==> config.mk <==
export PLATFORM = sky130hd
export DESIGN_NAME = axil2apb_top
export DESIGN_NICKNAME = d
export VERILOG_FILES = /design/src/hw/axil2apb_pkg.sv /design/src/hw/bridge_if.sv /design/src/hw/skid_buffer.sv /design/src/hw/req_arbiter.sv /design/src/hw/apb_sequencer.sv /design/src/hw/axil_response.sv /design/src/hw/axil2apb_top.sv
export SDC_FILE = /design/constraint.sdc
export NUM_CORES = 1
export LEC_CHECK = 0
export BUFFER_PORTS_ARGS = -buffer_cell sky130_fd_sc_hd__buf_2
export CAP_MARGIN = 20
export CORE_MARGIN = 2
export CORE_UTILIZATION = 51
export DETAILED_ROUTE_END_ITERATION = 16
export PLACE_DENSITY = 0.8
export REMOVE_ABC_BUFFERS = 1
export SLEW_MARGIN = 25
export SYNTH_ARGS = -nofsm -noshare
export SYNTH_HDL_FRONTEND = slang
export SYNTH_HIERARCHICAL = 1
export SYNTH_SLANG_ARGS = --single-unit
==> constraint.sdc <==
create_clock -name S_AXI_ACLK -period 3.3 [get_ports S_AXI_ACLK]
set_input_delay 0.495 -clock S_AXI_ACLK [delete_from_list [all_inputs] [get_ports S_AXI_ACLK]]
set_output_delay 0.495 -clock S_AXI_ACLK [all_outputs]
set_load 0.05 [all_outputs]
==> src/hw/axil2apb_pkg.sv <==
// AXI-lite to APB bridge shared widths, vector types, response codes and FSM states
package axil2apb_pkg;

////////////////////////////////////////////////////////////////////////////
// Bus geometry
////////////////////////////////////////////////////////////////////////////
	localparam int ADDR_W   = 32;
	localparam int DATA_W   = 32;
	localparam int STRB_W   = DATA_W / 8;
	// Byte offset bits inside one word
	localparam int ADDR_LSB = 2;
	localparam int PROT_W   = 3;

	// Full byte address, as seen on AXI and PADDR
	typedef logic [ADDR_W-1:0]          addr_t;
	// Word address, low ADDR_LSB bits stripped
	typedef logic [ADDR_W-ADDR_LSB-1:0] waddr_t;
	typedef logic [DATA_W-1:0]          data_t;
	typedef logic [STRB_W-1:0]          strb_t;
	typedef logic [PROT_W-1:0]          prot_t;
	typedef logic [1:0]                 resp_t;

	// Only two responses ever leave the bridge
	localparam resp_t RESP_OKAY   = 2'b00;
	localparam resp_t RESP_SLVERR = 2'b10;

////////////////////////////////////////////////////////////////////////////
// APB sequencer states
////////////////////////////////////////////////////////////////////////////
	typedef enum logic [1:0] {S_IDLE, S_SETUP, S_ACCESS} apb_state_e;

endpackage

==> src/hw/bridge_if.sv <==
// Internal bridge links: arbiter request into the APB sequencer, and its completion out
`timescale 1ns/1ps

// One pending AXI transfer offered to the sequencer
interface apb_req_if;
	logic                  valid;
	logic                  ready;
	logic                  write;
	axil2apb_pkg::waddr_t  addr;
	axil2apb_pkg::prot_t   prot;
	axil2apb_pkg::data_t   wdata;
	axil2apb_pkg::strb_t   wstrb;

	// Arbiter side
	modport source (output valid, write, addr, prot, wdata, wstrb, input ready);
	// Sequencer side, ready high only in idle
	modport sink   (input valid, write, addr, prot, wdata, wstrb, output ready);
endinterface

// Finished APB transfer plus the response slot flags
interface apb_done_if;
	logic                  done;
	logic                  write;
	axil2apb_pkg::data_t   rdata;
	logic                  error;
	// Output register empty or draining this cycle
	logic                  b_free;
	logic                  r_free;

	// Sequencer pulses done on the PREADY cycle
	modport source   (output done, write, rdata, error);
	// Response registers
	modport response (input done, write, rdata, error, output b_free, r_free);
	// Arbiter only looks at the slots
	modport arbiter  (input b_free, r_free);
endinterface

==> src/hw/skid_buffer.sv <==
// Valid/ready skid buffer with a registered input ready for one AXI channel
`timescale 1ns/1ps

module skid_buffer #(
	parameter int WIDTH = 8
) (
	input  logic             S_AXI_ACLK,
	input  logic             S_AXI_ARESETN,
	// Upstream
	input  logic             i_valid,
	output logic             o_ready,
	input  logic [WIDTH-1:0] i_data,
	// Downstream
	output logic             o_valid,
	input  logic             i_ready,
	output logic [WIDTH-1:0] o_data
);

	// Spilled entry
	logic             r_valid;
	logic [WIDTH-1:0] r_data;

	// Accept only while the spill slot is empty
	assign o_ready = !r_valid;

	// Held entry goes first, else straight pass-through
	assign o_valid = r_valid || i_valid;
	assign o_data  = r_valid ? r_data : i_data;

	// Spill when input is taken but the output stalls
	always_ff @(posedge S_AXI_ACLK)
	begin
		if (!S_AXI_ARESETN)
			r_valid <= 1'b0;
		else if (i_valid && o_ready && !i_ready)
			r_valid <= 1'b1;
		else if (i_ready)
			r_valid <= 1'b0;
	end

	// Capture whatever sits on the input while there is room
	always_ff @(posedge S_AXI_ACLK)
	begin
		if (o_ready)
			r_data <= i_data;
	end

endmodule

==> src/hw/req_arbiter.sv <==
// Joins AW with W, alternates between read and write, and offers one APB request
`timescale 1ns/1ps

module req_arbiter (
	input  logic                  S_AXI_ACLK,
	input  logic                  S_AXI_ARESETN,
	// Write address skid output
	input  logic                  i_aw_valid,
	output logic                  o_aw_ready,
	input  axil2apb_pkg::waddr_t  i_aw_addr,
	input  axil2apb_pkg::prot_t   i_aw_prot,
	// Write data skid output
	input  logic                  i_w_valid,
	output logic                  o_w_ready,
	input  axil2apb_pkg::data_t   i_w_data,
	input  axil2apb_pkg::strb_t   i_w_strb,
	// Read address skid output
	input  logic                  i_ar_valid,
	output logic                  o_ar_ready,
	input  axil2apb_pkg::waddr_t  i_ar_addr,
	input  axil2apb_pkg::prot_t   i_ar_prot,
	// Request out, slot flags in
	apb_req_if.source             req,
	apb_done_if.arbiter           done
);

	logic write_grant;
	logic can_write;
	logic can_read;
	logic pick_write;
	logic take;

	// Write needs both halves, and each kind needs a free response slot
	assign can_write = i_aw_valid && i_w_valid && done.b_free;
	assign can_read  = i_ar_valid && done.r_free;

	// Tie goes to whichever kind did not go last
	assign pick_write = can_write && (!can_read || write_grant);

	assign req.valid = can_write || can_read;
	assign req.write = pick_write;
	assign req.addr  = pick_write ? i_aw_addr : i_ar_addr;
	assign req.prot  = pick_write ? i_aw_prot : i_ar_prot;
	assign req.wdata = i_w_data;
	assign req.wstrb = i_w_strb;

	// Pop the skid buffers on the handshake
	assign take       = req.valid && req.ready;
	assign o_aw_ready = take && pick_write;
	assign o_w_ready  = take && pick_write;
	assign o_ar_ready = take && !pick_write;

	// Clear after a write, set after a read
	always_ff @(posedge S_AXI_ACLK)
	begin
		if (!S_AXI_ARESETN)
			write_grant <= 1'b0;
		else if (take)
			write_grant <= !pick_write;
	end

endmodule

==> src/hw/apb_sequencer.sv <==
// APB master FSM: setup and access phases for one request at a time
`timescale 1ns/1ps

module apb_sequencer (
	input  logic                  S_AXI_ACLK,
	input  logic                  S_AXI_ARESETN,
	apb_req_if.sink               req,
	apb_done_if.source            done,
	// APB master
	output logic                  o_psel,
	output logic                  o_penable,
	output axil2apb_pkg::addr_t   o_paddr,
	output logic                  o_pwrite,
	output axil2apb_pkg::data_t   o_pwdata,
	output axil2apb_pkg::strb_t   o_pwstrb,
	output axil2apb_pkg::prot_t   o_pprot,
	input  logic                  i_pready,
	input  axil2apb_pkg::data_t   i_prdata,
	input  logic                  i_pslverr
);

	axil2apb_pkg::apb_state_e state;
	axil2apb_pkg::apb_state_e state_nxt;

	// New request only accepted between transfers
	assign req.ready = (state == axil2apb_pkg::S_IDLE);

	always_comb
	begin
		state_nxt = state;
		unique case (state)
			axil2apb_pkg::S_IDLE:
				if (req.valid)
					state_nxt = axil2apb_pkg::S_SETUP;
			axil2apb_pkg::S_SETUP:
				state_nxt = axil2apb_pkg::S_ACCESS;
			// Wait out slave wait states
			axil2apb_pkg::S_ACCESS:
				if (i_pready)
					state_nxt = axil2apb_pkg::S_IDLE;
			default:
				state_nxt = axil2apb_pkg::S_IDLE;
		endcase
	end

	always_ff @(posedge S_AXI_ACLK)
	begin
		if (!S_AXI_ARESETN)
			state <= axil2apb_pkg::S_IDLE;
		else
			state <= state_nxt;
	end

	// Bus phase straight from the state register
	assign o_psel    = (state != axil2apb_pkg::S_IDLE);
	assign o_penable = (state == axil2apb_pkg::S_ACCESS);

	// Latch the request, word aligned address
	always_ff @(posedge S_AXI_ACLK)
	begin
		if (req.valid && req.ready)
		begin
			o_paddr  <= {req.addr, {axil2apb_pkg::ADDR_LSB{1'b0}}};
			o_pwrite <= req.write;
			o_pprot  <= req.prot;
			o_pwdata <= req.wdata;
			o_pwstrb <= req.wstrb;
		end
	end

	// Completion pulse on the PREADY cycle
	assign done.done  = (state == axil2apb_pkg::S_ACCESS) && i_pready;
	assign done.write = o_pwrite;
	assign done.rdata = i_prdata;
	assign done.error = i_pslverr;

endmodule

==> src/hw/axil_response.sv <==
// AXI-lite B and R output registers, holding each completion until it is taken
`timescale 1ns/1ps

module axil_response (
	input  logic                  S_AXI_ACLK,
	input  logic                  S_AXI_ARESETN,
	apb_done_if.response          done,
	// Write response channel
	output logic                  o_bvalid,
	input  logic                  i_bready,
	output axil2apb_pkg::resp_t   o_bresp,
	// Read data channel
	output logic                  o_rvalid,
	input  logic                  i_rready,
	output axil2apb_pkg::data_t   o_rdata,
	output axil2apb_pkg::resp_t   o_rresp
);

	axil2apb_pkg::resp_t done_resp;
	logic                b_load;
	logic                r_load;

	// PSLVERR becomes SLVERR
	assign done_resp = done.error ? axil2apb_pkg::RESP_SLVERR : axil2apb_pkg::RESP_OKAY;
	assign b_load    = done.done && done.write;
	assign r_load    = done.done && !done.write;

	// Slot open when empty or draining now
	assign done.b_free = !o_bvalid || i_bready;
	assign done.r_free = !o_rvalid || i_rready;

////////////////////////////////////////////////////////////////////////////
// B channel
////////////////////////////////////////////////////////////////////////////
	always_ff @(posedge S_AXI_ACLK)
	begin
		if (!S_AXI_ARESETN)
		begin
			o_bvalid <= 1'b0;
			o_bresp  <= axil2apb_pkg::RESP_OKAY;
		end
		else if (b_load)
		begin
			o_bvalid <= 1'b1;
			o_bresp  <= done_resp;
		end
		else if (i_bready)
			o_bvalid <= 1'b0;
	end

////////////////////////////////////////////////////////////////////////////
// R channel
////////////////////////////////////////////////////////////////////////////
	always_ff @(posedge S_AXI_ACLK)
	begin
		if (!S_AXI_ARESETN)
		begin
			o_rvalid <= 1'b0;
			o_rresp  <= axil2apb_pkg::RESP_OKAY;
		end
		else if (r_load)
		begin
			o_rvalid <= 1'b1;
			o_rresp  <= done_resp;
		end
		else if (i_rready)
			o_rvalid <= 1'b0;
	end

	// Read data, no reset
	always_ff @(posedge S_AXI_ACLK)
	begin
		if (r_load)
			o_rdata <= done.rdata;
	end

endmodule

==> src/hw/axil2apb_top.sv <==
// AXI-lite slave to APB master bridge top level
`timescale 1ns/1ps

module axil2apb_top (
	input  logic                 S_AXI_ACLK,
	input  logic                 S_AXI_ARESETN,
	// AXI-lite write address
	input  logic                 S_AXI_AWVALID,
	output logic                 S_AXI_AWREADY,
	input  axil2apb_pkg::addr_t  S_AXI_AWADDR,
	input  axil2apb_pkg::prot_t  S_AXI_AWPROT,
	// AXI-lite write data
	input  logic                 S_AXI_WVALID,
	output logic                 S_AXI_WREADY,
	input  axil2apb_pkg::data_t  S_AXI_WDATA,
	input  axil2apb_pkg::strb_t  S_AXI_WSTRB,
	// AXI-lite write response
	output logic                 S_AXI_BVALID,
	input  logic                 S_AXI_BREADY,
	output axil2apb_pkg::resp_t  S_AXI_BRESP,
	// AXI-lite read address
	input  logic                 S_AXI_ARVALID,
	output logic                 S_AXI_ARREADY,
	input  axil2apb_pkg::addr_t  S_AXI_ARADDR,
	input  axil2apb_pkg::prot_t  S_AXI_ARPROT,
	// AXI-lite read data
	output logic                 S_AXI_RVALID,
	input  logic                 S_AXI_RREADY,
	output axil2apb_pkg::data_t  S_AXI_RDATA,
	output axil2apb_pkg::resp_t  S_AXI_RRESP,
	// APB master
	output logic                 M_APB_PSEL,
	output logic                 M_APB_PENABLE,
	input  logic                 M_APB_PREADY,
	output axil2apb_pkg::addr_t  M_APB_PADDR,
	output logic                 M_APB_PWRITE,
	output axil2apb_pkg::data_t  M_APB_PWDATA,
	output axil2apb_pkg::strb_t  M_APB_PWSTRB,
	output axil2apb_pkg::prot_t  M_APB_PPROT,
	input  axil2apb_pkg::data_t  M_APB_PRDATA,
	input  logic                 M_APB_PSLVERR
);

	// Skid buffer outputs toward the arbiter
	logic aw_valid, aw_ready, w_valid, w_ready, ar_valid, ar_ready;
	axil2apb_pkg::waddr_t aw_addr;
	axil2apb_pkg::waddr_t ar_addr;
	axil2apb_pkg::prot_t  aw_prot;
	axil2apb_pkg::prot_t  ar_prot;
	axil2apb_pkg::data_t  w_data;
	axil2apb_pkg::strb_t  w_strb;

	apb_req_if  req_bus ();
	apb_done_if done_bus ();

////////////////////////////////////////////////////////////////////////////
// Incoming channels, byte offset dropped on entry
////////////////////////////////////////////////////////////////////////////
	skid_buffer #(
		.WIDTH(axil2apb_pkg::ADDR_W - axil2apb_pkg::ADDR_LSB + axil2apb_pkg::PROT_W)
	) aw_skid (
		.S_AXI_ACLK, .S_AXI_ARESETN,
		.i_valid(S_AXI_AWVALID), .o_ready(S_AXI_AWREADY),
		.i_data({S_AXI_AWADDR[axil2apb_pkg::ADDR_W-1:axil2apb_pkg::ADDR_LSB], S_AXI_AWPROT}),
		.o_valid(aw_valid), .i_ready(aw_ready), .o_data({aw_addr, aw_prot})
	);

	skid_buffer #(
		.WIDTH(axil2apb_pkg::DATA_W + axil2apb_pkg::STRB_W)
	) w_skid (
		.S_AXI_ACLK, .S_AXI_ARESETN,
		.i_valid(S_AXI_WVALID), .o_ready(S_AXI_WREADY),
		.i_data({S_AXI_WDATA, S_AXI_WSTRB}),
		.o_valid(w_valid), .i_ready(w_ready), .o_data({w_data, w_strb})
	);

	skid_buffer #(
		.WIDTH(axil2apb_pkg::ADDR_W - axil2apb_pkg::ADDR_LSB + axil2apb_pkg::PROT_W)
	) ar_skid (
		.S_AXI_ACLK, .S_AXI_ARESETN,
		.i_valid(S_AXI_ARVALID), .o_ready(S_AXI_ARREADY),
		.i_data({S_AXI_ARADDR[axil2apb_pkg::ADDR_W-1:axil2apb_pkg::ADDR_LSB], S_AXI_ARPROT}),
		.o_valid(ar_valid), .i_ready(ar_ready), .o_data({ar_addr, ar_prot})
	);

////////////////////////////////////////////////////////////////////////////
// Arbitration, APB sequencing, responses
////////////////////////////////////////////////////////////////////////////
	req_arbiter u_arbiter (
		.S_AXI_ACLK, .S_AXI_ARESETN,
		.i_aw_valid(aw_valid), .o_aw_ready(aw_ready),
		.i_aw_addr(aw_addr), .i_aw_prot(aw_prot),
		.i_w_valid(w_valid), .o_w_ready(w_ready),
		.i_w_data(w_data), .i_w_strb(w_strb),
		.i_ar_valid(ar_valid), .o_ar_ready(ar_ready),
		.i_ar_addr(ar_addr), .i_ar_prot(ar_prot),
		.req(req_bus.source), .done(done_bus.arbiter)
	);

	apb_sequencer u_sequencer (
		.S_AXI_ACLK, .S_AXI_ARESETN,
		.req(req_bus.sink), .done(done_bus.source),
		.o_psel(M_APB_PSEL), .o_penable(M_APB_PENABLE),
		.o_paddr(M_APB_PADDR), .o_pwrite(M_APB_PWRITE),
		.o_pwdata(M_APB_PWDATA), .o_pwstrb(M_APB_PWSTRB), .o_pprot(M_APB_PPROT),
		.i_pready(M_APB_PREADY), .i_prdata(M_APB_PRDATA), .i_pslverr(M_APB_PSLVERR)
	);

	axil_response u_response (
		.S_AXI_ACLK, .S_AXI_ARESETN,
		.done(done_bus.response),
		.o_bvalid(S_AXI_BVALID), .i_bready(S_AXI_BREADY), .o_bresp(S_AXI_BRESP),
		.o_rvalid(S_AXI_RVALID), .i_rready(S_AXI_RREADY),
		.o_rdata(S_AXI_RDATA), .o_rresp(S_AXI_RRESP)
	);

endmodule

==> impl_metrics.ini, run 1 <==
[floorplanning]
dieArea_um2 = 17100
ios = 262
die_h_um = 131
core_um2 = 15800
start_util = 0.519
die_width_um = 131
row_count = 46

[power]
leakage_uw = 0.00428
power.switching_uw = 2090
combPwrFrac = 0.222
seq_power_share = 0.458
p_clk_frac = 0.320
p_per_area_nw_per_um2 = 745
sw_frac_of_total = 0.290
peakVddDrop_mv = 0.465
internal_power_uw = 5130
total_power_uw = 7230

[grt]
antenna_found_initial = 0
grt_usage = 0.169
grt_pass1_vias = 4577
grt.busiest_layer = met2
use_met3 = 0.0725
use_met1 = 0.188
grt_max_degree = 38
met2_usage = 0.297
grt_pass1_wl_um = 22700
grt_overflow = 0

[cts]
post_cts_resized = 0
htreeDepth = 1
path_clk_slew_ns = 0.06
postCtsSetupBuffers = 0
holdBufCountCts = 0
cts_root_buf = clkbuf_16
clkLatencyLatePin_ns = 0.48
clk_path_buf_depth = 3
cts_tree = yes
numClockSinks = 214
cts_buffers = 21

[routing]
wl_um = 15300
drc = 0
wl_per_cell_um = 16.9
drt_iter0_markers = 192
firstDrtPassIters = 4
ant_nets = 0
via_count = 4264
viasPerCell = 4.71

[worst_hold_path]
hp-class = input port to register
min_from = M_APB_PRDATA[18]

[timing]
min_period_over_period = 0.652
min_period_ns = 2.15
fmax_ghz = 0.464
worst_slew_pin_slew_ns = 0.665
drv_slew = 0
hold_viol = 0
max_slew_margin = 0.556
finalSetupTns_ns = 0
hold-worst-slack_ns = 0.192
setup_ws_ns = 1.15
rsz0062_at_grt = false
fin_worst_skew_ns = 0.00849
setup_viol = 0

[worst_setup_path]
critPathBufInv = 3
r2r_start = ar_skid/r_valid$_SDFFE_PN0P_
critical-path-slowest-cell = buf_4
critPathTopFamily = buffers and inverters
required_ns = 2.80
cpPeakStageDelay_ns = 0.52
cp_max_fo = 34
end_kind = output pin
startpoint_type = register
path_cells = buf_4 > inv_1 > buf_2
startpoint = ar_skid/r_valid$_SDFFE_PN0P_
crit_type = register to output pin
arrival_ns = 1.66

[logic_synthesis]
yosys_warnings = 6
synth.most_common_cell = dfxtp_1
synth-main-ff-cell = dfxtp_1
synth.avg_cell_area_um2 = 17.0
ys_ff_latch = 214
synth_top_area_cell = edfxtp_1
yosys-top-cells-area = edfxtp_1 (37%), dfxtp_1 (27%), mux2_4 (14%)
synth_seq_area_share = 0.648
ys_types = 31
synth_area_um2 = 8190
synth-async-reset-ratio = 0
yosysTopAreaCellShare = 0.374
yosys-top-cells-count = dfxtp_1 (112), edfxtp_1 (102), mux2_4 (79)
synth_cells = 482
synth_edf_count = 102

[cells_and_area]
multi_input_area_um2 = 2070
areaGrowthSynthToFinish_pct = 18.5
diodes = 0
seqCellArea_um2 = 5310
drive_above_1_share = 0.636
nNetsFinal = 823
fillers = 1211
final_util = 0.615

[placed_design]
gp_congestion = 0.769
dp_hpwl_um = 10600
dp_slack_ns = 0.685
port_buffers = 253

[status]
status = completed

[job]
max-cap-violations = 0
-- layout by cell type (no fill, tap or decap), types with 2 or more instances in the layout --
master and instances:
mux2_2 56, or2_4 2, a21boi_1 2, and3_2 2
nand2_1 5, buf_4 4, buf_2 253, dfxtp_2 3
clkinv_2 6, clkinv_1 2, and3b_1 4, bufinv_16 2
clkbuf_16 21, nand2b_1 2, dfxtp_1 109, clkbuf_1 3
mux2i_1 2, edfxtp_1 102, clkbuf_8 3, inv_1 8
conb_1 4, mux2_4 79
-- kinds of logic after synthesis --
group,synth area share
simple gates,0.0200
other cells,0.000917
compound gates,0.00672
mux,0.224
flops,0.648
buf+inv,0.101
-- power by group through the flow --
stage / sequential [µW] / combinational, µW / clock (µW)
6_report: 3310 / 1610 / 2310
5_1_grt: 3340 / 1690 / 2470
4_1_cts: 3310 / 1610 / 2370
3_5_place_dp: 3360 / 1600 / 0
3_3_place_gp: 3350 / 1570 / 0
2_1_floorplan: 4050 / 522 / 0
-- final cells by class --
class | count | share of cell area
inverters | 9 | 0.00348
repair buffers | 259 | 0.138
clock buffers | 27 | 0.0596
multi-input cells | 171 | 0.214
flip-flops and latches | 214 | 0.547
well taps | 216 | 0.0278
clock inverters | 10 | 0.0101
-- sequential cells by signal (all words and copies together) (netlist names), 2 cells and up --
name                  flops
u_sequencer/o_pwstrb      4
u_sequencer/o_pwdata     32
aw_skid/r_data           33
u_response/o_rdata       32
w_skid/r_data            36
u_sequencer/o_pprot       3
u_sequencer/state         2
u_sequencer/o_paddr      30
ar_skid/r_data           33
-- worst register-to-register path, cell delays in order, from the launching register on --
cell and delay, ns:
dfxtp_2 0.32, or2_4 0.12, nand2_1 0.10, o21ai_4 0.49, buf_16 0.23, buf_4 0.19
mux2_2 0.34
-- stage by stage --
step,cell area (µm²),std cells
floorplan,7410,394
CTS,9680,905
global route,9710,906
finish,9710,906
detailed placement,9000,868
global placement,9000,868
-- layer usage --
metal / wire, µm / vias up
li1: - / 2012
met1: 5930 / 2039
met2: 7530 / 193
met3: 1640 / 20
met4: 193 / 0
met5: 0 / -
-- worst paths after layout --
path | endpoint | slack [ns] | cells after the start
setup / recovery | S_AXI_ARREADY | 1.15 | 3
hold / removal | u_response/o_rdata[18]$_DFFE_PP_ | 0.19 | 1
setup reg to reg | u_sequencer/o_paddr[16]$_DFFE_PP_ | 1.26 | 6
hold reg to reg | aw_skid/r_data[32]$_DFF_P_ | 0.47 | 1
Note: power is estimated with default switching activity, not from simulation.
==> inputs of run 2 (changes only) <==
--- a/config.mk
+++ b/config.mk
@@ -8,9 +8,9 @@
 export BUFFER_PORTS_ARGS = -buffer_cell sky130_fd_sc_hd__buf_2
 export CAP_MARGIN = 20
 export CORE_MARGIN = 2
-export CORE_UTILIZATION = 51
+export CORE_UTILIZATION = 46
 export DETAILED_ROUTE_END_ITERATION = 16
-export PLACE_DENSITY = 0.8
+export PLACE_DENSITY = 0.76
 export REMOVE_ABC_BUFFERS = 1
 export SLEW_MARGIN = 25
 export SYNTH_ARGS = -nofsm -noshare
==> constraint.sdc (replaced) <==
create_clock -name S_AXI_ACLK -period 1.9 [get_ports S_AXI_ACLK]
set_input_delay 0.285 -clock S_AXI_ACLK [delete_from_list [all_inputs] [get_ports S_AXI_ACLK]]
set_output_delay 0.285 -clock S_AXI_ACLK [all_outputs]
set_load 0.05 [all_outputs]
==> run 2 against run 1 <==
Clock power rose by 80%; sequential share of layout area shrank 2.4 points; power rose by 77%; setup slack worse by 1.0 ns; sequential power is 74% higher; global-route usage decreased by 0.37 points; combinational power increased by 79%; clock-buffer cell count shrank 1; largest cell class unchanged.
==> impl_metrics.ini, run 2 (synthesized netlist as in run 1, its figures left out) <==
[status]
status = completed

[cts]
clk_path_buf_depth = 3
cts_tree = yes
clkLatencyLatePin_ns = 0.49
path_clk_slew_ns = 0.06
cts_buffers = 22
numClockSinks = 214
cts_root_buf = clkbuf_16
htreeDepth = 1

[cells_and_area]
fillers = 1318
regMostFlops = w_skid/r_data
drive_above_1_share = 0.608
final_common_cell = buf_2
diodes = 0
mostFrequentLayoutCells = buf_2 (253), dfxtp_1 (109), edfxtp_1 (102)
nNetsFinal = 860
areaGrowthSynthToFinish_pct = 23.9
final_util = 0.585
largest_register_ffs = 36
reg_top3 = w_skid/r_data x36, ar_skid/r_data x33, aw_skid/r_data x33

[worst_setup_path]
r2r-end = u_sequencer/o_paddr[15]$_DFFE_PP_
worstSetupEndpoint = S_AXI_WREADY
rrSetupSlack_ns = 0.16
crit_type = register to output pin
path_cells = buf_6 > inv_1 > buf_2
arrival_ns = 1.50
reg2reg_depth = 5
cp_num_cells = 3
cp_max_fo = 37
critPathTopFamily = buffers and inverters
end_kind = output pin
required_ns = 1.62
critical-path-slowest-cell = buf_6
startpoint_type = register
critPathBufInv = 3
r2r_start = aw_skid/r_valid$_SDFFE_PN0P_
startpoint = w_skid/r_valid$_SDFFE_PN0P_
cpPeakStageDelay_ns = 0.35

[routing]
wl_um = 16000
via_count = 4424
viasPerCell = 4.64
wl_per_cell_um = 16.8
ant_nets = 0
drt_iter0_markers = 168
firstDrtPassIters = 4
drc = 0

[placed_design]
gp_congestion = 0.762
dp_hpwl_um = 10600
port_buffers = 253
dp_slack_ns = 0.111

[timing]
setup_ws_ns = 0.116
fin_worst_skew_ns = 0.00951
min_period_ns = 1.78
hold-worst-slack_ns = 0.0298
rsz0062_at_grt = false
setup_viol = 0
drv_slew = 0
fmax_ghz = 0.561
hold_viol = 0
min_period_over_period = 0.939

[power]
peakVddDrop_mv = 0.749
leakage_uw = 0.00447
p_per_area_nw_per_um2 = 1260

[grt]
grt_pass1_vias = 4808
grt_overflow = 0
grt_usage = 0.165
grt_max_degree = 38
antenna_found_initial = 0
grt_pass1_wl_um = 24300

[floorplanning]
die_width_um = 137
row_count = 48
dieArea_um2 = 18900
die_h_um = 137
core_um2 = 17400
start_util = 0.472
ios = 262

[job]
max-cap-violations = 0

[worst_hold_path]
hp-class = input port to register
## run 2: metal layers
| layer | wire, µm | track usage | up-vias |
|---|---|---|---|
| met5 | 0 | 0 | - |
| met4 | 462 | 0.0641 | 0 |
| met3 | 1460 | 0.0497 | 41 |
| met2 | 8000 | 0.297 | 191 |
| met1 | 6130 | 0.182 | 2109 |
| li1 | - | - | 2083 |
## run 2: worst register-to-register path, stage by stage (launching register included)
cell and delay, ns:
dfxtp_2 0.32, or2_4 0.24, and3_2 0.24, o21ai_4 0.10
buf_12 0.22, mux2_2 0.36
## run 2: how the worst min path moves through the flow
stage                                                  start                                  to  slack [ns]  depth (start not counted)
after global routing                        S_AXI_AWADDR[24]          aw_skid/r_data[25]$_DFF_P_       0.007                          2
after global placement    u_response/o_rresp[1]$_SDFFE_PN0P_  u_response/o_rresp[1]$_SDFFE_PN0P_        0.44                          2
after CTS                                    S_AXI_WDATA[24]           w_skid/r_data[28]$_DFF_P_        0.01                          2
after detailed placement          aw_skid/r_data[23]$_DFF_P_          aw_skid/r_data[23]$_DFF_P_        0.45                          1
final                                        S_AXI_WDATA[24]           w_skid/r_data[28]$_DFF_P_        0.03                          2
after floorplan                              M_APB_PRDATA[0]     u_response/o_rdata[0]$_DFFE_PP_        0.38                          0
## run 2: power by group
group	leakage [µW]	total (µW)	internal (µW)	switching [µW]
Clock	0.000354	4160	2500	1660
Combinational	0.00220	2880	1010	1870
Sequential	0.00192	5750	5570	182
## run 2: final cells by class
| cell class | count | area (µm²) | share of cell area |
|---|---|---|---|
| flip-flops and latches | 214 | 5310 | 0.523 |
| multi-input cells | 171 | 2070 | 0.204 |
| repair buffers | 295 | 1740 | 0.172 |
| clock buffers | 26 | 597 | 0.0588 |
| well taps | 225 | 282 | 0.0277 |
| clock inverters | 14 | 113 | 0.0111 |
| inverters | 9 | 33.8 | 0.00333 |
## run 2: timing repair
action	CTS	global route
hold buffers	32	0
setup buffers	0	0
hold endpoints to repair	32	0
resized for setup	1	0
setup endpoints to repair	1	0
## run 2: metrics by stage
step	cell area [µm²]	std cells	setup TNS [ns]	total power, µW
global placement	9110	882	0	8610
detailed placement	9110	882	0	8700
CTS	10100	954	0	12900
global route	10100	954	0	13300
finish	10100	954	0	12800
floorplan	7410	394	-201.78	7930
==> inputs of run 3 (changes only) <==
--- a/config.mk
+++ b/config.mk
@@ -11,7 +11,6 @@
 export CORE_UTILIZATION = 46
 export DETAILED_ROUTE_END_ITERATION = 16
 export PLACE_DENSITY = 0.76
-export REMOVE_ABC_BUFFERS = 1
 export SLEW_MARGIN = 25
 export SYNTH_ARGS = -nofsm -noshare
 export SYNTH_HDL_FRONTEND = slang
==> run 3 against run 2 <==
Clock-buffer cell count rose by 3; routed wire length rose by 1.2%; utilization rose by 0.40 points; cell count increased by 0.31%; first-iteration DRC count shrank 13%; clock skew grew 0.0036 ns; maximum frequency shrank 1.4%; sequential power about the same; highest routed layer unchanged; power grew 1.3%.
==> impl_metrics.ini, run 3 (synthesized netlist as in run 1, its figures left out) <==
[status]
status = completed

[grt]
grt_pass1_vias = 4894
grt_usage = 0.166
grt_pass1_wl_um = 24200
grt_max_degree = 38
antenna_found_initial = 3
grt_overflow = 0

[timing]
finalSetupTns_ns = 0
fmax_ghz = 0.553
hold_viol = 0
setup_viol = 0
fin_worst_skew_ns = 0.0131
min_period_ns = 1.81
min_period_over_period = 0.952
drv_slew = 0
rsz0062_at_grt = false

[routing]
drc = 0
via_count = 4445
viasPerCell = 4.64
ant_nets = 0
firstDrtPassIters = 4
wl_um = 16200
drt_iter0_markers = 146
wl_per_cell_um = 17.0

[cells_and_area]
reg_top3 = w_skid/r_data x36, ar_skid/r_data x33, aw_skid/r_data x33
areaGrowthSynthToFinish_pct = 24.7
drive_above_1_share = 0.615
nNetsFinal = 860
regMostFlops = w_skid/r_data
final_common_cell = buf_2
largest_register_ffs = 36
mostFrequentLayoutCells = buf_2 (253), dfxtp_1 (108), edfxtp_1 (102)

[worst_setup_path]
cp_max_fo = 8
arrival_ns = 2.06
r2r-end = u_sequencer/o_paddr[16]$_DFFE_PP_
startpoint_type = register
crit_type = register to register
r2r_start = aw_skid/r_valid$_SDFFE_PN0P_
required_ns = 2.15
reg2reg_depth = 5
end_kind = register
rrSetupSlack_ns = 0.09

[power]
leakage_uw = 0.00448
peakVddDrop_mv = 0.693
sw_frac_of_total = 0.288
total_power_uw = 13000
internal_power_uw = 9240
power.switching_uw = 3730
p_clk_frac = 0.333
combPwrFrac = 0.224
p_per_area_nw_per_um2 = 1270
seq_power_share = 0.444

[cts]
clk_path_buf_depth = 3
cts_root_buf = clkbuf_16
path_clk_slew_ns = 0.07
clkLatencyLatePin_ns = 0.49
numClockSinks = 214
cts_buffers = 22
cts_tree = yes
htreeDepth = 1

[worst_hold_path]
hold_depth = 2
hp-class = input port to register
min_from = S_AXI_AWADDR[15]
holdPathEnd = aw_skid/r_data[16]$_DFF_P_

[floorplanning]
start_util = 0.472
die_width_um = 137
row_count = 48
die_h_um = 137
core_um2 = 17400
dieArea_um2 = 18900
ios = 262

[placed_design]
dp_hpwl_um = 11200
port_buffers = 253
gp_congestion = 0.721

[job]
max-cap-violations = 0
==> run 3: worst max path at each step <==
stage	slack [ns]	cells after the start	end	startpoint
global placement	0.08	6	u_sequencer/o_paddr[20]$_DFFE_PP_	S_AXI_AWVALID
floorplan	0.02	4	u_sequencer/done.write$_DFFE_PP_	u_response/o_rvalid$_SDFFE_PN0P_
finish	0.09	5	u_sequencer/o_paddr[16]$_DFFE_PP_	aw_skid/r_valid$_SDFFE_PN0P_
global route	0.01	3	S_AXI_WREADY	w_skid/r_valid$_SDFFE_PN0P_
detailed placement	0.06	6	u_sequencer/o_paddr[16]$_DFFE_PP_	S_AXI_AWVALID
CTS	0.08	3	S_AXI_WREADY	w_skid/r_valid$_SDFFE_PN0P_
==> run 3: worst max-delay path: stages (launching register included) <==
cell     delay (ns)
dfxtp_2        0.34
or2_4          0.24
and3_2         0.23
o21ai_4        0.18
buf_4          0.24
mux2_2         0.34
==> run 3: routing by layer <==
layer / wire (µm) / up-vias / global-route usage
li1: - / 2095 / -
met1: 5970 / 2138 / 0.169
met2: 8440 / 177 / 0.315
met3: 1340 / 35 / 0.0515
met4: 497 / 0 / 0.0613
met5: 0 / - / 0
==> run 3: layout make-up <==
class	instances	area (µm²)
Inverter	9	33.8
Tap cell	225	282
Multi-Input combinational cell	171	2080
Clock buffer	29	639
Clock inverter	11	113
Fill cell	1320	7140
Antenna cell	3	7.51
Sequential cell	214	5310
Timing Repair Buffer	295	1750
==> run 3: timing repair <==
action | 4_1_cts | 5_1_grt
hold endpoints to repair | 32 | 0
setup buffers | 0 | 0
hold buffers | 32 | 0
gates resized for setup | 1 | 0
endpoints found under the setup margin | 1 | 0
==> run 3: metrics by stage <==
stage,instances,instance area (µm²),setup slack [ns],hold WS [ns],utilization
floorplan,484,8210,0.0226,0.397,-
global route,956,10200,0.0144,0.00823,0.588
finish,957,10200,0.0913,0.0246,0.589
detailed placement,882,9130,0.0630,0.453,0.526
global placement,882,9130,0.0817,0.445,0.526
CTS,954,10200,0.0779,0.00776,0.588
==> run 3: power by group through the flow <==
stage	Clock (µW)	Sequential, µW	Combinational (µW)
finish	4310	5750	2900
global route	4620	5800	3050
CTS	4440	5760	2930
detailed placement	0	5850	2870
global placement	0	5820	2790
floorplan	0	6910	1300
